$ cat config.mk
export PLATFORM = sky130hd
export DESIGN_NAME = bus_response_stage
export DESIGN_NICKNAME = d
export VERILOG_FILES = /design/src/soc_bus_pkg.sv /design/src/bus_response_stage.sv
export SDC_FILE = /design/constraint.sdc
export NUM_CORES = 1
export LEC_CHECK = 0
export BUFFER_PORTS_ARGS = -buffer_cell sky130_fd_sc_hd__clkbuf_2
export CAP_MARGIN = 0
export CORE_AREA = 10 10 109 111
export CTS_BUF_LIST = sky130_fd_sc_hd__clkbuf_8
export CTS_CLUSTER_SIZE = 40
export DETAILED_ROUTE_END_ITERATION = 8
export DIE_AREA = 0 0 119 121
export PLACE_DENSITY = 0.66
export SLEW_MARGIN = 25
export SYNTH_ARGS = -nofsm -noshare
export SYNTH_HDL_FRONTEND = slang
export SYNTH_SLANG_ARGS = --single-unit
export TNS_END_PERCENT = 5
$ cat constraint.sdc
create_clock -name CLOCK_50 -period 5.52 [get_ports CLOCK_50]
set_clock_uncertainty 0.2 [all_clocks]
set_input_delay 0.828 -clock CLOCK_50 [delete_from_list [all_inputs] [get_ports CLOCK_50]]
set_output_delay 0.828 -clock CLOCK_50 [all_outputs]
set_load 0.05 [all_outputs]
$ cat src/soc_bus_pkg.sv
`default_nettype none

package soc_bus_pkg;

    // widths with a meaning on the bus
    typedef logic [31:0] addr_t;
    typedef logic [63:0] data_t;
    typedef logic [31:0] word_t;
    typedef logic [2:0]  prio_t;

    // access size, shared by loads and stores (sb/sh/sw/sd use lb/lh/lw/ld)
    typedef enum logic [2:0] {
        lb  = 3'b000,
        lh  = 3'b001,
        lw  = 3'b010,
        ld  = 3'b011,
        lbu = 3'b100,
        lhu = 3'b101,
        lwu = 3'b110
    } ls_type_t;

    typedef enum logic [1:0] {
        tgt_none,
        tgt_ram,
        tgt_plic
    } target_t;

    // on-chip ram window
    localparam addr_t RAM_BASE  = 32'h8000_0000;
    localparam int    RAM_WORDS = 1024;
    localparam int    RAM_IDX_W = $clog2(RAM_WORDS);
    localparam addr_t RAM_SPAN  = addr_t'(RAM_WORDS * 4);

    typedef logic [RAM_IDX_W-1:0] ram_idx_t;

    // interrupt controller window and register offsets
    localparam addr_t PLIC_BASE              = 32'h0C00_0000;
    localparam addr_t PLIC_SPAN              = 32'h0040_0000;
    localparam int    PLIC_SOURCES           = 6;
    localparam int    PLIC_CONTEXTS          = 2;
    localparam addr_t PLIC_PENDING_OFS       = 32'h0000_1000;
    localparam addr_t PLIC_ENABLE_OFS        = 32'h0000_2000;
    localparam addr_t PLIC_CTX_ENABLE_STRIDE = 32'h0000_0080;
    localparam addr_t PLIC_THRESHOLD_OFS     = 32'h0020_0000;
    localparam addr_t PLIC_CLAIM_OFS         = 32'h0020_0004;
    localparam addr_t PLIC_CTX_STRIDE        = 32'h0000_1000;

    // request as held by the master
    typedef struct packed {
        addr_t    addr;
        data_t    wdata;
        logic     write;
        ls_type_t ls_type;
    } bus_req_t;

    // decoded request, offset is relative to the target window
    typedef struct packed {
        target_t  target;
        addr_t    offset;
        data_t    wdata;
        logic     write;
        ls_type_t ls_type;
    } stage_op_t;

    typedef struct packed {
        logic  done;
        data_t rdata;
    } target_rsp_t;

endpackage

`default_nettype wire

$ cat src/bus_response_stage.sv
`timescale 1ns/1ns
`default_nettype none

module bus_response_stage import soc_bus_pkg::*; (
    input  wire   CLOCK_50,
    input  wire   KEY0,
    input  wire   req,
    input  wire   op_valid,
    input  wire   stage_op_t op,
    input  wire   target_rsp_t ram_rsp,
    input  wire   target_rsp_t plic_rsp,
    output logic  ack,
    output data_t rdata,
    output logic  txn_release
);

    typedef enum logic {
        st_idle,
        st_acked
    } rsp_state_t;

    rsp_state_t state;
    logic       none_hit;
    logic       finish;
    data_t      sel_data;

    // nothing answers an unmapped address, so finish it here
    assign none_hit = op_valid && op.target == tgt_none;
    assign finish   = ram_rsp.done || plic_rsp.done || none_hit;

    always_comb begin
        if (ram_rsp.done) begin
            sel_data = ram_rsp.rdata;
        end else if (plic_rsp.done) begin
            sel_data = plic_rsp.rdata;
        end else begin
            sel_data = '0;
        end
    end

    // four-phase return, ack held until the master lets go of req
    always_ff @(posedge CLOCK_50 or negedge KEY0) begin
        if (!KEY0) begin
            state       <= st_idle;
            txn_release <= 1'b0;
        end else begin
            txn_release <= 1'b0;
            case (state)
                st_idle: begin
                    if (finish) state <= st_acked;
                end
                st_acked: begin
                    if (!req) begin
                        state       <= st_idle;
                        txn_release <= 1'b1;
                    end
                end
                default: state <= st_idle;
            endcase
        end
    end

    always_ff @(posedge CLOCK_50) begin
        if (state == st_idle && finish) begin
            rdata <= sel_data;
        end
    end

    assign ack = state == st_acked;

    // the done that ends a request comes from the target it was decoded to
    ack_after_done: assert property (
        @(posedge CLOCK_50) disable iff (!KEY0)
        $rose(ack) |-> $past(none_hit)
            || $past(ram_rsp.done && op.target == tgt_ram)
            || $past(plic_rsp.done && op.target == tgt_plic)
    );

endmodule

`default_nettype wire

# Yosys cells after proc, flatten, opt, wreduce, memory -nomap -nowiden
# Cells that the tools add are included.
[word_totals] output_inout_bits=66 in_bits=236 ff_bits=66 elab_cells=16
[op_classes] bitwise_logic=1 reduce_logical=5 muxes=7
[op_table] operator="two-way mux 64 bit" n=2
[op_table] operator="two-way mux 1 bit" n=4
[op_table] operator="logical AND 1 bit" n=2
[op_table] operator="logical NOT 2 bit" n=1
[op_table] operator="logical OR 1 bit" n=2
[op_table] operator="case mux 1 bit (2 select lines)" n=1
[op_table] operator="inverter 1 bit" n=1

# Depth between registers and ports, before layout
[logic_depth] ltp_word=5 ltp_mapped=4 mapped_depth_nobuf=2

# Worst setup path after synthesis
# Ideal clock, no wire load.
[synth_path] kind="in2reg" startpoint="input port op[101] (netlist bit)" endpoint="register rdata[0], enable pin" stages=2 setup_ns=0.507 arrival_ns=4.368 n_path_buf=0 path_slack_ns=0.445 t_required_ns=4.813 path_cell_list="or3b_1 a21oi_1"
[synth_between] elab_chain_len=4
[synth_rtl] item="start, declared" line="bus_response_stage.sv:9" text="input wire stage_op_t op,"
[synth_rtl] item="logical NOT 2 bit" line="bus_response_stage.sv:28" text="assign none_hit = op_valid && op.target == tgt_none;"
[synth_rtl] item="logical AND 1 bit" line="bus_response_stage.sv:28"
[synth_rtl] item="logical OR 1 bit" line="bus_response_stage.sv:29" text="assign finish = ram_rsp.done || plic_rsp.done || none_hit;"
[synth_rtl] item="logical AND 1 bit" line="bus_response_stage.sv:64" text="if (state == st_idle && finish) begin"
[synth_rtl] item="end signal, assigned" line="bus_response_stage.sv:65" text="rdata <= sel_data;"
[synth_rtl] item="end, declared" line="bus_response_stage.sv:13" text="output data_t rdata,"
# No other way between the ends.
# A chain may end at the register's enable or synchronous reset.

# Worst setup path after layout
[layout_path] startpoint="input port op[101] (netlist bit)" endpoint="register rdata[35], enable pin"
# The elaborated chain is that of the path after synthesis.

==> impl_metrics.json <==
{
  "hold_class": "input port to asynchronous set/reset pin",
  "synth-seq-cells": 66,
  "hold_violations": 0,
  "rrSetupSlack_ps": 3540,
  "die_w_um": 119,
  "ys_seq_area_frac": 0.726,
  "status": "finished, final reports clean",
  "cp.required_ps": 5310,
  "cts_root_buffer": "clkbuf_8",
  "avgSynthCellArea_um2": 17.8,
  "clk_path_buf_depth": 2,
  "start_util": 0.282,
  "dr_total_vias": 2214,
  "antenna_found_initial": 2,
  "synthTopCellsByCount": "edfxtp_1, a22o_1, buf_8, clkbuf_1",
  "tightest_slew_ps": 678,
  "yosysMostFrequentCell": "edfxtp_1",
  "cts_hold_repair.buffers": 0,
  "path_max_fanout": 29,
  "syn_nets": 389,
  "row_count": 36,
  "cpMaxStageDelayCell": "a21oi_4",
  "synth_cell_types": 16,
  "track_usage": 0.123,
  "crit_family": "compound AO/OA/AOI/OAI gates",
  "clk_latency_ps": 320,
  "core_area_um2": 9640,
  "wire_per_inst_um": 18.6,
  "tritoncts": "yes",
  "cts_sinks": 66,
  "detail-route-antenna-nets": 0,
  "dominantRegCellSynth": "edfxtp_1",
  "arrival_ps": 2380,
  "cts-resized-gates": 0,
  "yosysWarnings": 0,
  "synth-edff-count": 64,
  "worst_setup_path_start_kind": "input port",
  "path_cells": "clkbuf_2, or3b_1, a21oi_4, buf_4",
  "path_class": "input port to flop",
  "drtIter0Drc": 95,
  "synth_top_cell_area_share": 0.708,
  "endpoint_kind": "flop",
  "fmax_mhz": 385,
  "final_layout_size_suffix_gt1_frac": 0.609,
  "p_leak_nw": 1.83,
  "final_nets": 591,
  "viasPerCell": 4.50,
  "die_h_um": 121,
  "fin_ws_ps": 2920,
  "rsz0062_at_grt": "false",
  "critical_path_buf_inv_count": 2,
  "routabilityCongestion": 0.684,
  "synth_async_sr_flop_share": 0.0303,
  "period_needed_ps": 2600,
  "setup_viol": 0,
  "drtPass1Iterations": 6,
  "irDropWorstVdd_v": 0.000127,
  "maxSlewHeadroom": 0.548,
  "portBuffers": 201,
  "drc_errors": 0,
  "grt_pass1_wl_mm": 13.8,
  "io_pins": 302,
  "synth_area_um2": 2720,
  "synthTopCellsByArea": "edfxtp_1, a22o_1, buf_8",
  "cts_htree_levels": 3,
  "period_share": 0.471,
  "yosys.area.top_type": "edfxtp_1",
  "syn_inst": 153,
  "drt_wl_total_mm": 9.15,
  "synthToLayoutAreaGrowth_pct": 46.1,
  "setup_tns_ps": 0,
  "cp_slowest_stage_delay_ps": 560,
  "first_global_vias": 2566,
  "slew_violations": 0,
  "grt_remaining_overflow": 0,
  "cts_made_buffers": 9,
  "pre_cts_ws_ps": 2540,
  "grt_max_degree": 68,
  "dieArea_um2": 14400,
  "postCtsSetupBuffers": 0,
  "path_clk_slew_ps": 60,
  "maxCapViolations": 0,
  "powerDensity_nw_per_um2": 315
}
## state kept, by name, indices dropped and copies added (netlist names)
name	flops
rdata	64
ack	1
txn_release	1
## metrics by stage
stage	instances	power (W)	hold WS [ps]	instance area [um^2]	util
after detailed placement	477	0.000941	417	3820	0.396
after global placement	476	0.000931	407	3790	0.393
after global routing	491	0.00131	50.5	3970	0.411
after floorplan	153	0.000837	332	2720	-
final	492	0.00125	76.0	3970	0.412
after CTS	491	0.00127	50.8	3970	0.411
## area by class of cell
| type | instances | area [um^2] |
|---|---|---|
| Antenna cell | 1 | 2.50 |
| Multi-Input combinational cell | 73 | 623 |
| Sequential cell | 66 | 1970 |
| Tap cell | 133 | 166 |
| Clock inverter | 5 | 23.8 |
| Timing Repair Buffer | 205 | 1060 |
| Fill cell | 945 | 5670 |
| Clock buffer | 9 | 124 |
## power by group
group | switching, W | internal [W] | leakage [nW] | total [W]
registers | 0.0000121 | 0.000604 | 0.640 | 0.000616
logic | 0.000218 | 0.0000915 | 1.12 | 0.000310
clock network | 0.000172 | 0.000152 | 0.0735 | 0.000324
total | 0.000402 | 0.000848 | 1.83 | 0.00125
## cell families after synthesis
| group | synth area share |
|---|---|
| AND/OR/NAND/NOR | 0.0147 |
| flip-flops | 0.726 |
| AO/OA/AOI/OAI | 0.209 |
| buffers and inverters | 0.0507 |
## per-layer routing
metal	part of all wire	vias up	global-route usage
met5	0	-	0
li1	-	1048	-
met4	0.011	0	0.0412
met2	0.44	141	0.184
met1	0.39	1019	0.132
met3	0.16	6	0.0903
## worst paths after layout
check                              from          end  cells past startpoint
worst min-delay path               KEY0  txn_release                      1
worst max register to register      ack    rdata[35]                      2
max in group asynchronous          KEY0          ack                      1
worst max-delay path            op[101]    rdata[35]                      4
worst min register to register      ack  txn_release                      1
min in group CLOCK_50               ack  txn_release                      1
## placed cells by master, fill, tap and decap left out
cell type   count
a21oi_1         1
clkbuf_8        9
nor2b_4         1
a22o_1         63
buf_4           3
buf_16          1
or3b_1          1
clkbuf_2      201
nor2b_1         1
diode_2         1
nor2_1          1
nand2_1         2
edfxtp_1       64
clkinv_1        3
clkinv_2        1
a21oi_4         1
o21ai_1         1
nor3_1          1
clkinvlp_4      1
dfrtp_1         2
## worst reg2reg max path: cells and delay by family, from the launching register on
family	cells	cell delay (ps)
AO/OA/AOI/OAI	1	520
flip-flops	1	430
buffers and inverters	1	480
Note: power is estimated with default switching activity, not from simulation.
