`src/soc_bus_pkg.sv`:
```
`default_nettype none

package soc_bus_pkg;

    // widths with a meaning on the bus
    typedef logic [31:0] addr_t;
    typedef logic [63:0] data_t;
    typedef logic [31:0] word_t;
    typedef logic [2:0]  prio_t;

    // access size, shared by loads and stores (sb/sh/sw/sd use lb/lh/lw/ld)
    typedef enum logic [2:0] {
        lb  = 3'b000,
        lh  = 3'b001,
        lw  = 3'b010,
        ld  = 3'b011,
        lbu = 3'b100,
        lhu = 3'b101,
        lwu = 3'b110
    } ls_type_t;

    typedef enum logic [1:0] {
        tgt_none,
        tgt_ram,
        tgt_plic
    } target_t;

    // on-chip ram window
    localparam addr_t RAM_BASE  = 32'h8000_0000;
    localparam int    RAM_WORDS = 1024;
    localparam int    RAM_IDX_W = $clog2(RAM_WORDS);
    localparam addr_t RAM_SPAN  = addr_t'(RAM_WORDS * 4);

    typedef logic [RAM_IDX_W-1:0] ram_idx_t;

    // interrupt controller window and register offsets
    localparam addr_t PLIC_BASE              = 32'h0C00_0000;
    localparam addr_t PLIC_SPAN              = 32'h0040_0000;
    localparam int    PLIC_SOURCES           = 6;
    localparam int    PLIC_CONTEXTS          = 2;
    localparam addr_t PLIC_PENDING_OFS       = 32'h0000_1000;
    localparam addr_t PLIC_ENABLE_OFS        = 32'h0000_2000;
    localparam addr_t PLIC_CTX_ENABLE_STRIDE = 32'h0000_0080;
    localparam addr_t PLIC_THRESHOLD_OFS     = 32'h0020_0000;
    localparam addr_t PLIC_CLAIM_OFS         = 32'h0020_0004;
    localparam addr_t PLIC_CTX_STRIDE        = 32'h0000_1000;

    // request as held by the master
    typedef struct packed {
        addr_t    addr;
        data_t    wdata;
        logic     write;
        ls_type_t ls_type;
    } bus_req_t;

    // decoded request, offset is relative to the target window
    typedef struct packed {
        target_t  target;
        addr_t    offset;
        data_t    wdata;
        logic     write;
        ls_type_t ls_type;
    } stage_op_t;

    typedef struct packed {
        logic  done;
        data_t rdata;
    } target_rsp_t;

endpackage

`default_nettype wire

```
`src/bus_decode_stage.sv`:
```
`timescale 1ns/1ns
`default_nettype none

module bus_decode_stage import soc_bus_pkg::*; (
    input  wire       CLOCK_50,
    input  wire       KEY0,
    input  wire       req,
    input  wire       bus_req_t bus_req,
    input  wire       txn_release,
    output logic      op_valid,
    output stage_op_t op
);

    logic      busy;
    logic      cap_valid;
    bus_req_t  req_q;
    stage_op_t dec_op;

    // one transaction in flight, held until the response stage releases it
    always_ff @(posedge CLOCK_50 or negedge KEY0) begin
        if (!KEY0) begin
            busy      <= 1'b0;
            cap_valid <= 1'b0;
            op_valid  <= 1'b0;
        end else begin
            cap_valid <= 1'b0;
            op_valid  <= cap_valid;
            if (req && !busy) begin
                busy      <= 1'b1;
                cap_valid <= 1'b1;
            end else if (txn_release) begin
                busy <= 1'b0;
            end
        end
    end

    always_ff @(posedge CLOCK_50) begin
        if (req && !busy) begin
            req_q <= bus_req;
        end
        if (cap_valid) begin
            op <= dec_op;
        end
    end

    // address windows
    always_comb begin
        dec_op.target  = tgt_none;
        dec_op.offset  = '0;
        dec_op.wdata   = req_q.wdata;
        dec_op.write   = req_q.write;
        dec_op.ls_type = req_q.ls_type;
        if (req_q.addr >= RAM_BASE && req_q.addr < RAM_BASE + RAM_SPAN) begin
            dec_op.target = tgt_ram;
            dec_op.offset = req_q.addr - RAM_BASE;
        end else if (req_q.addr >= PLIC_BASE && req_q.addr < PLIC_BASE + PLIC_SPAN) begin
            dec_op.target = tgt_plic;
            dec_op.offset = req_q.addr - PLIC_BASE;
        end
    end

    // master must not change the request while it is being served
    bus_req_held: assert property (
        @(posedge CLOCK_50) disable iff (!KEY0)
        busy && req && $past(req) |-> $stable(bus_req)
    );

endmodule

`default_nettype wire

```
`config.mk`:
```
export PLATFORM = sky130hd
export DESIGN_NAME = bus_decode_stage
export DESIGN_NICKNAME = d
export VERILOG_FILES = /design/src/soc_bus_pkg.sv /design/src/bus_decode_stage.sv
export SDC_FILE = /design/constraint.sdc
export NUM_CORES = 1
export LEC_CHECK = 0
export BUFFER_PORTS_ARGS = -buffer_cell sky130_fd_sc_hd__buf_2
export CAP_MARGIN = 5
export CORE_MARGIN = 4
export CORE_UTILIZATION = 40
export DETAILED_ROUTE_END_ITERATION = 16
export PLACE_DENSITY_LB_ADDON = 0.05
export RECOVER_POWER = 50
export SKIP_CTS_REPAIR_TIMING = 1
export SYNTH_ARGS = -nofsm -noshare
export SYNTH_HDL_FRONTEND = slang
export SYNTH_SLANG_ARGS = --single-unit
export TNS_END_PERCENT = 20
```
`constraint.sdc`:
```
create_clock -name CLOCK_50 -period 16.25 [get_ports CLOCK_50]
set_input_delay 4.0625 -clock CLOCK_50 [delete_from_list [all_inputs] [get_ports CLOCK_50]]
set_output_delay 4.0625 -clock CLOCK_50 [all_outputs]
set_load 0.005 [all_outputs]
```
; Yosys cells after proc, flatten, opt, wreduce, memory -nomap -nowiden
; Cells that the tools add are included.
; W data, S select, Z words.
[word_totals]
regBits = 205
latch_bits = 0
mem_bits_rw = 0
romBits = 0
inputBits = 104
out_inout_bits = 103
wordCells = 28
mem_count = 0
[classes]
addsub = 2
mul = 0
div_mod_pow = 0
order_cmp = 4
n_eq_ne = 0
shift = 0
muxes = 5
bitwise = 0
n_reduce_logical = 5
[op_table]
columns = operator, n
row1 = $mux W34, 1
row2 = $ge A32 B28 Y1 const B, 1
row3 = $ge A32 B32 Y1 const B, 1
row4 = $lt A32 B28 Y1 const B, 1
row5 = $lt A32 B32 Y1 const B, 1
row6 = $mux W32, 1
row7 = $sub A32 B28 Y32 const B, 1
row8 = $sub A32 B32 Y32 const B, 1
row9 = $logic_and A1 B1 Y1, 3
row10 = $mux W1, 3
row11 = $reduce_bool A2 Y1, 1
row12 = $logic_not A1 Y1, 1

; Longest topological paths before layout
[depth]
word_depth = 4
mapped_depth = 7
mapped_depth_nobuf = 6

; Worst setup path before layout
; Ideal clock, no wire load.
[synth_path]
path_type = input -> register
startpoint = input port req
endpoint = register cap_valid
setup_ps = 593
arrival_time_ps = 8440
required_ps = 15657
path_slack_ps = 7217
cell_stages = 1
path_buffers = 0
path_cell_list = nor2b_1
[synth_via]
elab_chain_cells = 2
[synth_rtl]
columns = item, line_no
row1 = start: declaration, bus_decode_stage.sv:7  ; input wire req,
row2 = $logic_and A1 B1 Y1, bus_decode_stage.sv:28  ; if (req && !busy) begin
row3 = $mux W1, bus_decode_stage.sv:28
row4 = end signal: assignment, bus_decode_stage.sv:23  ; cap_valid <= 1'b0;
row5 = end signal: assignment, bus_decode_stage.sv:26  ; cap_valid <= 1'b0;
row6 = end signal: assignment, bus_decode_stage.sv:30  ; cap_valid <= 1'b1;
row7 = end: declaration, bus_decode_stage.sv:15  ; logic cap_valid;
; Every way passes these cells.
; A chain may end at the register's enable or synchronous reset.

; Worst setup path in the final report
[layout_path]
startpoint = input port req
endpoint = register req_q[82] (netlist name) (enable)
[layout_via]
elab_chain_cells = 1
[layout_rtl]
columns = item, line_no
row1 = $logic_and A1 B1 Y1, bus_decode_stage.sv:38  ; if (req && !busy) begin
row2 = end signal: assignment, bus_decode_stage.sv:39  ; req_q <= bus_req;
row3 = end: declaration, bus_decode_stage.sv:16  ; bus_req_t req_q;
; Every way passes these cells.

==> impl_metrics.ini <==
[timing]
drv_slew = 106
fin_crit_ns = 5.55
worst_pin_slew_ns = 3.65
fin_worst_skew_ns = 0.00657
rsz0062_at_grt = no
fmax_mhz = 180
finalCritPeriodShare_pct = 34.2
setup_tns_ns = 0
worst_slack_ns = 10.70
slew_headroom_pct = -144
final-setup-viol-count = 0
final_hold_viol_count = 0

[clocking]
numCtsBuffers = 22
clk_pin_slew_ns = 0.06
clockBufferDepth = 3
cts_tree = built
h-tree-depth = 1
numClockSinks = 205
clock_latency_ns = 0.48
clk_root_buffer_cell = clkbuf_16

[finish]
nets = 602
n_fill_cell = 1364
final_util_pct = 53.6
area_growth_pct = 29.8
finalInstanceArea_sq_mm = 0.00861
layout-drive-gt1-share_pct = 51.9

[synthesis]
yosys.area.top_type = edfxtp_1
yosysTopAreaCellShare_pct = 91.4
synthDistinctLibCells = 29
yosysSeqAreaShare_pct = 92.6
synth_ff_type = edfxtp_1
yosys_register_bits = 205
synth_cells = 263
synthTopCellsByArea = edfxtp_1 (91%), nor2b_2 (2.4%), dfrtp_1 (1.1%)
synth_edf_count = 202
syn_area_sq_mm = 0.00663
synth_area_per_cell_sq_um = 25.2
synthArstFlopShare_pct = 1.46
yosys_warnings = 0

[worst_setup_path]
crit_buf_inv = 2
endpoint_kind = flop
cp_data_required_time_ns = 16.35
critical_path_arrival_ns = 5.65
start_kind = primary input
critPathKind = in2reg
slowest_stage = buf_4
worst-path-max-fanout = 77
reg2reg_slack_ns = 11.68
cpPeakStageDelay_ns = 0.85
crit_chain = buf_2, nor2b_4, buf_4
crit_family = buffers and inverters

[floorplanning]
ios = 207
rows = 46
coreArea_sq_mm = 0.0161
die_area_sq_mm = 0.0187
die_w_um = 137
initial_core_util_pct = 41.3
die_h_um = 137

[place]
place_area_sq_mm = 0.00796
io_buffers = 206
dp_slack_ns = 10.17
gp_congestion = 0.717
hpwl_mm = 8.19

[power]
clkPwrFrac_pct = 40.4
p_switching_uw = 225
pwr-share-comb_pct = 4.4
powerDensity_mw_per_mm2 = 134
intPower_uw = 931
peakVddDrop_v = 0.0000781
p_seq_share_pct = 55.2
switching_share_pct = 19.5
power_leakage_nw = 3.27

[routing]
drt_iter0_markers = 161
via_count = 3192
via_per_inst = 4.38
wl_per_cell_um = 16.6
drtAntennaViolNets = 0
post-route-drc-count = 0
routed_wl_mm = 12.1
drt_pass1_iterations = 4

[job]
maxCapViolations = 2

[global_routing]
grt-ovfl-total = 0
antenna_found_initial = 3
grt_pass1_wl_mm = 18.0
grt_pass1_vias = 3371
grtUsageTotal_pct = 12.6
grt_max_degree = 78

[hold_path]
hp-class = reg2reg

[status]
violations = max-capacitance violations, max-slew violations
outcome = finished, violations left
## cell usage in the layout (no fill, tap or decap), types with 4 or more instances in the layout
cell type and count:
buf_2 205, edfxtp_1 202, clkbuf_16 23, nor2b_2 18
clkbuf_1 9, nor4_1 4, clkinv_1 4
## metal layers
metal | GRT usage, % | vias up | share of wire, %
met5 | 0 | - | 0.28
met4 | 3.82 | 6 | 2.1
met3 | 5.88 | 26 | 12
met2 | 20.2 | 153 | 48
met1 | 15.2 | 1502 | 37
li1 | - | 1505 | -
## area by class of cell
cell class	count	area (sq um)	area share (%)
inverters	2	7.51	0.0872
diodes	1	2.50	0.0291
clock buffers	31	626	7.27
flip-flops and latches	205	6140	71.3
repair buffers	209	1040	12.1
clock inverters	9	67.6	0.785
multi-input cells	55	449	5.22
well taps	216	270	3.14
## sequential cells by signal, summed over array words and instances (netlist names)
name	flops
op_valid	1
req_q	32
op	102
busy	1
dec_op	68
cap_valid	1
## per-stage QoR
step | hold WS (ns) | power [mW] | instances
2_1_floorplan | 0.400 | 0.667 | 264
3_3_place_gp | 0.400 | 0.701 | 687
3_5_place_dp | 0.405 | 0.702 | 687
4_1_cts | 0.417 | 1.18 | 727
5_1_grt | 0.419 | 1.21 | 727
6_report | 0.414 | 1.16 | 728
## kinds of logic (layout without fill, tap and decap cells)
| logic type | count (synthesis) | count (layout) | synth area share (%) |
|---|---|---|---|
| fa+ha+maj | 3 | 3 | 0.566 |
| xor+xnor | 1 | 1 | 0.132 |
| buf+inv | 4 | 251 | 0.453 |
| simple gates | 42 | 42 | 5.38 |
| flops | 205 | 205 | 92.6 |
| compound gates | 6 | 6 | 0.679 |
| mux | 1 | 1 | 0.170 |
| other cells | 1 | 3 | 0.0565 |
## final timing paths
| kind | from | endpoint | depth (start not counted) |
|---|---|---|---|
| max | req | req_q[82] | 3 |
| min | dec_op[21] | op[21] | 0 |
| max reg2reg | cap_valid | op[18] | 1 |
| min reg2reg | dec_op[21] | op[21] | 0 |
| max in group asynchronous | KEY0 | op_valid | 1 |
| min in group asynchronous | KEY0 | cap_valid | 1 |
## power groups by stage
stage               clock network, mW  registers [mW]  logic [mW]
global route                    0.509           0.642      0.0570
detailed placement                  0           0.649      0.0533
finish                          0.467           0.639      0.0510
CTS                             0.484           0.638      0.0535
global placement                    0           0.648      0.0529
floorplan                           0           0.656      0.0105
## Yosys cell counts (2+ instances only)
| cell type | instances |
|---|---|
| nor4_1 | 3 |
| edfxtp_1 | 202 |
| ha_1 | 3 |
| and2b_2 | 2 |
| buf_6 | 2 |
| and2_2 | 3 |
| and2_1 | 4 |
| a21oi_1 | 2 |
| nor2b_4 | 2 |
| nor2b_2 | 18 |
| inv_1 | 2 |
| dfrtp_1 | 3 |
Power figures use the tool's default switching activity.
