**config.mk**
```make
export PLATFORM = sky130hd
export DESIGN_NAME = plic_target
export DESIGN_NICKNAME = d
export VERILOG_FILES = /design/src/soc_bus_pkg.sv /design/src/plic_target.sv
export SDC_FILE = /design/constraint.sdc
export NUM_CORES = 1
export LEC_CHECK = 0
export ABC_AREA = 1
export BUFFER_PORTS_ARGS = -buffer_cell sky130_fd_sc_hd__buf_2
export CAP_MARGIN = 10
export CORE_ASPECT_RATIO = 1.75
export CORE_MARGIN = 2
export CORE_UTILIZATION = 40
export DETAILED_ROUTE_END_ITERATION = 7
export SETUP_SLACK_MARGIN = 0.3
export SLEW_MARGIN = 0
export SYNTH_ARGS = -nofsm -noshare
export SYNTH_HDL_FRONTEND = slang
export SYNTH_SLANG_ARGS = --single-unit
```
**constraint.sdc**
```tcl
create_clock -name CLOCK_50 -period 1.7 [get_ports CLOCK_50]
set_clock_uncertainty 0.2 [all_clocks]
set_input_delay 0.34 -clock CLOCK_50 [delete_from_list [all_inputs] [get_ports CLOCK_50]]
set_output_delay 0.34 -clock CLOCK_50 [all_outputs]
set_load 0.05 [all_outputs]
```
**src/soc_bus_pkg.sv**
```systemverilog
`default_nettype none

package soc_bus_pkg;

    // widths with a meaning on the bus
    typedef logic [31:0] addr_t;
    typedef logic [63:0] data_t;
    typedef logic [31:0] word_t;
    typedef logic [2:0]  prio_t;

    // access size, shared by loads and stores (sb/sh/sw/sd use lb/lh/lw/ld)
    typedef enum logic [2:0] {
        lb  = 3'b000,
        lh  = 3'b001,
        lw  = 3'b010,
        ld  = 3'b011,
        lbu = 3'b100,
        lhu = 3'b101,
        lwu = 3'b110
    } ls_type_t;

    typedef enum logic [1:0] {
        tgt_none,
        tgt_ram,
        tgt_plic
    } target_t;

    // on-chip ram window
    localparam addr_t RAM_BASE  = 32'h8000_0000;
    localparam int    RAM_WORDS = 1024;
    localparam int    RAM_IDX_W = $clog2(RAM_WORDS);
    localparam addr_t RAM_SPAN  = addr_t'(RAM_WORDS * 4);

    typedef logic [RAM_IDX_W-1:0] ram_idx_t;

    // interrupt controller window and register offsets
    localparam addr_t PLIC_BASE              = 32'h0C00_0000;
    localparam addr_t PLIC_SPAN              = 32'h0040_0000;
    localparam int    PLIC_SOURCES           = 6;
    localparam int    PLIC_CONTEXTS          = 2;
    localparam addr_t PLIC_PENDING_OFS       = 32'h0000_1000;
    localparam addr_t PLIC_ENABLE_OFS        = 32'h0000_2000;
    localparam addr_t PLIC_CTX_ENABLE_STRIDE = 32'h0000_0080;
    localparam addr_t PLIC_THRESHOLD_OFS     = 32'h0020_0000;
    localparam addr_t PLIC_CLAIM_OFS         = 32'h0020_0004;
    localparam addr_t PLIC_CTX_STRIDE        = 32'h0000_1000;

    // request as held by the master
    typedef struct packed {
        addr_t    addr;
        data_t    wdata;
        logic     write;
        ls_type_t ls_type;
    } bus_req_t;

    // decoded request, offset is relative to the target window
    typedef struct packed {
        target_t  target;
        addr_t    offset;
        data_t    wdata;
        logic     write;
        ls_type_t ls_type;
    } stage_op_t;

    typedef struct packed {
        logic  done;
        data_t rdata;
    } target_rsp_t;

endpackage

`default_nettype wire

```
**src/plic_target.sv**
```systemverilog
`timescale 1ns/1ns
`default_nettype none

module plic_target import soc_bus_pkg::*; (
    input  wire         CLOCK_50,
    input  wire         KEY0,
    input  wire         op_valid,
    input  wire         stage_op_t op,
    input  wire         ext_irq,
    output target_rsp_t rsp,
    output logic        meip,
    output logic        seip
);

    prio_t      prio [PLIC_SOURCES];
    word_t      pending;
    word_t      enable [PLIC_CONTEXTS];
    prio_t      threshold [PLIC_CONTEXTS];
    word_t      claim_id [PLIC_CONTEXTS];
    logic       ext_q;
    logic       ext_rise;
    logic       hit;
    logic       prio_sel;
    logic [9:0] prio_id;
    logic       pend_sel;
    logic       en_sel [PLIC_CONTEXTS];
    logic       thr_sel [PLIC_CONTEXTS];
    logic       clm_sel [PLIC_CONTEXTS];
    logic       rsp_done;
    data_t      rd_val;
    data_t      rdata_q;

    assign hit      = op_valid && op.target == tgt_plic;
    assign ext_rise = ext_irq && !ext_q;

    // only source 1 is wired, priority and threshold do not gate it
    always_comb begin
        for (int c = 0; c < PLIC_CONTEXTS; c++) begin
            claim_id[c] = (pending[1] && enable[c][1]) ? word_t'(1) : word_t'(0);
        end
    end

    assign meip = claim_id[0] != '0;
    assign seip = claim_id[1] != '0;

    // register select
    always_comb begin
        prio_sel = op.offset < PLIC_PENDING_OFS;
        prio_id  = op.offset[11:2];
        pend_sel = op.offset == PLIC_PENDING_OFS;
        rd_val   = '0;
        for (int c = 0; c < PLIC_CONTEXTS; c++) begin
            en_sel[c]  = op.offset == PLIC_ENABLE_OFS + addr_t'(c) * PLIC_CTX_ENABLE_STRIDE;
            thr_sel[c] = op.offset == PLIC_THRESHOLD_OFS + addr_t'(c) * PLIC_CTX_STRIDE;
            clm_sel[c] = op.offset == PLIC_CLAIM_OFS + addr_t'(c) * PLIC_CTX_STRIDE;
        end
        if (prio_sel && prio_id < PLIC_SOURCES) begin
            rd_val = data_t'(prio[prio_id[2:0]]);
        end else if (pend_sel) begin
            rd_val = data_t'(pending);
        end
        for (int c = 0; c < PLIC_CONTEXTS; c++) begin
            if (en_sel[c]) rd_val = data_t'(enable[c]);
            if (thr_sel[c]) rd_val = data_t'(threshold[c]);
            if (clm_sel[c]) rd_val = data_t'(claim_id[c]);
        end
    end

    always_ff @(posedge CLOCK_50 or negedge KEY0) begin
        if (!KEY0) begin
            rsp_done <= 1'b0;
            ext_q    <= 1'b0;
            pending  <= '0;
            for (int i = 0; i < PLIC_SOURCES; i++) begin
                prio[i] <= '0;
            end
            for (int c = 0; c < PLIC_CONTEXTS; c++) begin
                enable[c]    <= '0;
                threshold[c] <= '0;
            end
        end else begin
            rsp_done <= hit;
            ext_q    <= ext_irq;
            if (hit && op.write) begin
                if (prio_sel && prio_id < PLIC_SOURCES) begin
                    prio[prio_id[2:0]] <= op.wdata[2:0];
                end
                for (int c = 0; c < PLIC_CONTEXTS; c++) begin
                    if (en_sel[c]) enable[c] <= op.wdata[31:0];
                    if (thr_sel[c]) threshold[c] <= op.wdata[2:0];
                end
            end else if (hit) begin
                // a claim read retires the pending source
                for (int c = 0; c < PLIC_CONTEXTS; c++) begin
                    if (clm_sel[c] && claim_id[c] != '0) pending[claim_id[c][4:0]] <= 1'b0;
                end
            end
            // a fresh edge wins over a claim in the same cycle
            if (ext_rise) pending[1] <= 1'b1;
        end
    end

    always_ff @(posedge CLOCK_50) begin
        if (hit) begin
            rdata_q <= op.write ? '0 : rd_val;
        end
    end

    assign rsp = '{done: rsp_done, rdata: rdata_q};

    // meip can only come up with source 1 pending, set by an edge or left over
    meip_from_pending: assert property (
        @(posedge CLOCK_50) disable iff (!KEY0)
        $rose(meip) |-> pending[1] && ($past(ext_rise) || $past(pending[1]))
    );

endmodule

`default_nettype wire

```
Word-level counts from Yosys, hierarchy flattened
Index checks and enable logic that the tools add are counted.

Output and inout port bits: 67. Word-level logic and storage cells: 89. Bits in registers: 186.

Equality and inequality tests: 9. Reductions and logical operators: 23. Order comparisons: 8. Mux-type cells: 27. Bitwise gates (word level): 6.

Operators with widths (count): 32-bit 2-to-1 mux (12); 32-bit by 22-bit == test with 1-bit output, second input constant (4); 32-bit bitwise AND (2); 32-bit by 14-bit == test with 1-bit output, second input constant (2); 32-bit inverter (2); 32-bit nonzero test (2); 32-bit by 13-bit == test with 1-bit output, second input constant (1); 32-bit by 13-bit < comparator with 1-bit output, second input constant (1); 18-bit bitwise mux (1); 2-bit AND reduction (7); 1-bit by 6-bit < comparator with 1-bit output, second input constant (2); 1-bit logical AND (11); 1-bit demux with 5-bit select (2); 10-bit by 3-bit < comparator with 1-bit output, second input constant (1); 3-bit binary-select mux with 3-bit select (1); 3-bit demux with 3-bit select (1); 3-bit 2-to-1 mux (3); 8-bit OR reduction (1); 1-bit 2-to-1 mux (5); 4-bit greater-or-equal comparator, second input constant (1); 4-bit by 1-bit < comparator with 1-bit output, second input constant (1); 2-bit 2-to-1 mux (2); 3-bit inverter with 4-bit output (1); 2-bit == test, second input constant (1); other kinds (5) (6).

Logic depth before layout (Yosys ltp)
Depth in word-level cells: 16. Mapped depth: 18. Depth with buffers taken out: 17.

Least setup slack after synthesis
OpenSTA, ideal clock, no wires.

Path kind: input to register. Start: input port op_valid. End: register enable[1] in the netlist's numbering. Library setup time: 0.128 ns. Required time: 1.372 ns. Data arrival time: 2.722 ns. Cell stages on the path: 8. Setup slack: -1.350 ns. Buffers on the path: 1. Cell sequence: nand2_1 nor2_1 nand2_1 inv_1 nand2_1 buf_2 nand2_1 o21ai_1.

Longest elaborated chain between the ends: 3.

RTL lines: from (decl) (RTL line plic_target.sv:7) `input wire op_valid,`; 1-bit logical AND (RTL line plic_target.sv:33) `assign hit = op_valid && op.target == tgt_plic;`; via hit (RTL line plic_target.sv:22) `logic hit;`; 1-bit logical AND (RTL line plic_target.sv:84) `if (hit && op.write) begin`; 2-bit AND reduction (no source line); to (signal, indexed assignment) (RTL line plic_target.sv:89) `if (en_sel[c]) enable[c] <= op.wdata[31:0];`; to (decl) (RTL line plic_target.sv:17) `word_t enable [PLIC_CONTEXTS];`.

The timed path passes the listed nets, and every way through them passes these cells. A chain may end at the register's enable or synchronous reset.

Final worst setup path
Start: register prio[9] in the netlist's numbering. End: register rdata_q[0] (data pin).

Longest elaborated chain between the ends: 10.

RTL lines: from (decl) (RTL line plic_target.sv:15) `prio_t prio [PLIC_SOURCES];`; from (signal, indexed assignment) (RTL line plic_target.sv:86) `prio[prio_id[2:0]] <= op.wdata[2:0];`; 3-bit binary-select mux with 3-bit select (RTL line plic_target.sv:58) `rd_val = data_t'(prio[prio_id[2:0]]);`; 3-bit 2-to-1 mux (not written as such) (2 in a row) (RTL line plic_target.sv:58); 32-bit 2-to-1 mux (RTL line plic_target.sv:57) `if (prio_sel && prio_id < PLIC_SOURCES) begin`; 32-bit 2-to-1 mux (RTL line plic_target.sv:63) `if (en_sel[c]) rd_val = data_t'(enable[c]);`; 32-bit 2-to-1 mux (RTL line plic_target.sv:64) `if (thr_sel[c]) rd_val = data_t'(threshold[c]);`; 32-bit 2-to-1 mux (RTL line plic_target.sv:65) `if (clm_sel[c]) rd_val = data_t'(claim_id[c]);`; 32-bit 2-to-1 mux (RTL line plic_target.sv:63); 32-bit 2-to-1 mux (RTL line plic_target.sv:64); 32-bit 2-to-1 mux (RTL line plic_target.sv:65); to (signal assigned) (RTL line plic_target.sv:105) `rdata_q <= op.write ? '0 : rd_val;`; to (decl) (RTL line plic_target.sv:31) `data_t rdata_q;`.

No other way between the ends. The select of a mux whose other input is x is not followed.

==> results.json <==
{
  "status": "finished, violations left",
  "violations": "setup timing",
  "worstHoldStart": "op[10]",
  "track_usage": 0.195,
  "dp_slack_ns": -0.539,
  "synth_compound_area_frac": 0.119,
  "rsz0062_at_grt": "true",
  "fin_crit_sh": 1.05,
  "vias": 5036,
  "num_antenna_cells": 0,
  "synth-simple-area-share": 0.215,
  "numCtsBuffers": 17,
  "yosys-mux-area-fraction": 0,
  "yosysTopAreaCellShare": 0.392,
  "setup_ws_ns": -0.0890,
  "synth_top_area_cell": "dfrtp_1",
  "io_buffers": 105,
  "final_util": 0.613,
  "worstHoldPathCells": 3,
  "grt_pass1_wl_mm": 23.4,
  "swShare": 0.257,
  "syn_inst": 661,
  "worstPathMaxFanout": 2,
  "grt.overflow.total": 0,
  "seq_area_frac_synth": 0.556,
  "synth_xor_area_frac": 0,
  "dieArea_mm2": 0.0157,
  "avgSynthCellArea_um2": 8.88,
  "drv_cap": 0,
  "clk_latency_ns": 0.40,
  "clockBufferDepth": 2,
  "drv_slew": 0,
  "end_kind": "flop",
  "core.rowCount": 58,
  "die_y_um": 164,
  "synth-edff-count": 32,
  "hp-class": "in2reg",
  "dominantRegCellSynth": "dfrtp_1",
  "die_x_um": 95.6,
  "worstRegToRegCells": 16,
  "max_freq_ghz": 0.559,
  "tns_ns": -0.0926,
  "syn_area_mm2": 0.00587,
  "r2r_slack_ns": -0.09,
  "grt_max_degree": 64,
  "ys_seq_elements": 124,
  "yosysMostFrequentCell": "nand2_1",
  "p_total_mw": 7.43,
  "synthAdderAreaFrac": 0,
  "hpwl_mm": 9.89,
  "seqPwrFrac": 0.417,
  "arrival_ns": 1.74,
  "pwr-share-comb": 0.102,
  "clock_power_share": 0.480,
  "async_reset_ff_frac": 0.742,
  "clock-sinks": 124,
  "drt_wl_total_mm": 16.2,
  "grt_pass1_vias": 4977,
  "post_drt_wl_per_cell_um": 15.9,
  "synthTopCellsByCount": "195 x nand2_1, 92 x dfrtp_1, 85 x o21ai_1",
  "htreeDepth": 4,
  "start_util": 0.409,
  "place_congestion": 0.899,
  "p_switching_mw": 1.91,
  "area_growth_pct": 50.1,
  "drc": 0,
  "power.leakage_nw": 4.00,
  "power_density_mw_per_mm2": 843,
  "num_io_pins": 173,
  "fillCellCount": 1238,
  "ant_nets": 0,
  "period_needed_ns": 1.79,
  "firstDrtPassIters": 5,
  "path_class": "reg2reg",
  "yosysUniqueCellTypes": 37,
  "hold_end": "enable[6]",
  "r2r_start": "prio[9]",
  "tritoncts": "built",
  "worst_ep_required_time_ns": 1.66,
  "antenna_found_initial": 0,
  "clkTransAtPathRegs_ns": 0.06,
  "setup_violations": 3,
  "r2r_end": "rdata_q[0]",
  "synthTopCellsByArea": "dfrtp_1 39%, edfxtp_1 16%, nand2_1 12%",
  "synth_top_family_by_area": "simple AND/OR/NAND/NOR gates",
  "ir_worst_vdd_uv": 548,
  "drt_iter0_markers": 207,
  "nets": 937,
  "core_area_mm2": 0.0144,
  "hold_viol_final": 0,
  "yosys_warnings": 0,
  "p_int_mw": 5.52,
  "root_buffer": "clkbuf_16",
  "crit_path_start_kind": "flop",
  "layout-drive-gt1-share": 0.453,
  "vias_per_cell": 4.92
}
## timing repair
action                     in CTS  in global routing
gates resized for setup        84                170
cloned                          1                 12
pin swaps                       9                 27
hold buffers                   15                  0
buffers inserted                4                  6
setup endpoints to repair     156                156
hold endpoints to repair      119                  0
## flip-flops by register name, indices dropped and copies added (netlist names)
register / flops
enable: 64
rdata_q: 32
ext_q: 1
prio: 18
threshold: 6
pending: 2
rsp_done: 1
## cell usage in the layout, fill, tap and decap left out, drive strengths merged
| master | instances |
|---|---|
| nand3 | 15 |
| or2 | 2 |
| o21ai | 91 |
| dlygate4sd3 | 15 |
| clkinv | 9 |
| dfrtp | 92 |
| conb | 32 |
| nor2 | 46 |
| clkbuf | 25 |
| a31oi | 1 |
| a221oi | 1 |
| o221ai | 2 |
| nor3 | 4 |
| bufinv | 2 |
| clkinvlp | 1 |
| o211ai | 2 |
| edfxtp | 32 |
| buf | 154 |
| nand4 | 3 |
| nand3b | 2 |
| nand2 | 214 |
| nor4 | 1 |
| nor3b | 1 |
| inv | 64 |
| a21oi | 32 |
## worst max path at each step
stage | from | end | slack, ns | cells past startpoint
after global routing | prio[9] | rdata_q[0] | -0.21 | 16
after detailed placement | op[79] | prio[9] | -0.54 | 13
after CTS | prio[9] | rdata_q[0] | -0.02 | 16
after floorplan | op_valid | prio[10] | -0.24 | 9
after global placement | op[79] | rdata_q[0] | -0.52 | 14
final | prio[9] | rdata_q[0] | -0.09 | 16
## worst max-delay path: stages, from the launching register on
cell and delay [ns]:
dfrtp_1 0.40, inv_1 0.06, nand2_1 0.05, nand3_1 0.07, nand2_1 0.08, nand2_1 0.06, nand2_1 0.05, nand2_1 0.06
nand2_1 0.05, inv_1 0.05, nand2_1 0.04, nand2_1 0.08, nand3_2 0.08, nand2_2 0.07, nand2_1 0.05, nand2_1 0.05
a21oi_1 0.05
## metal layers
metal,routed length (um),up-vias,part of all wire,track usage
li1,-,2411,-,-
met1,5790,2459,0.36,0.210
met2,9480,133,0.58,0.365
met3,568,33,0.035,0.0330
met4,395,0,0.024,0.0779
met5,0,-,0,0
## cell families (layout without fill, tap and decap cells)
group	count (synthesis)	in the layout
AOI/OAI and AO/OA	129	129
buffers and inverters	120	270
DFF	124	124
other	1	32
and+or+nand+nor	287	288
## per-stage QoR
step,hold slack [ns],instances,area (um^2)
6_report,0.00306,1023,8810
5_1_grt,0.000394,1023,8810
4_1_cts,0.000276,1005,7900
3_5_place_dp,0.180,954,6860
3_3_place_gp,0.169,954,6860
2_1_floorplan,-0.156,692,6210
## power groups by stage
stage | sequential [mW] | clock (mW) | combinational, mW
after floorplan | 3.25 | 0 | 0.348
final | 3.10 | 3.57 | 0.761
after global placement | 3.15 | 0 | 0.613
after global routing | 3.10 | 3.75 | 0.810
after CTS | 3.10 | 3.61 | 0.696
after detailed placement | 3.15 | 0 | 0.620
## final cells by class
| type | instances | area [um^2] | area share |
|---|---|---|---|
| multi-input cells | 449 | 2800 | 0.318 |
| flip-flops and latches | 124 | 3260 | 0.370 |
| inverters | 63 | 243 | 0.0276 |
| clock buffers | 18 | 439 | 0.0499 |
| clock inverters | 13 | 144 | 0.0163 |
| well taps | 180 | 225 | 0.0256 |
| repair buffers | 176 | 1700 | 0.193 |
Power figures use the tool's default switching activity.
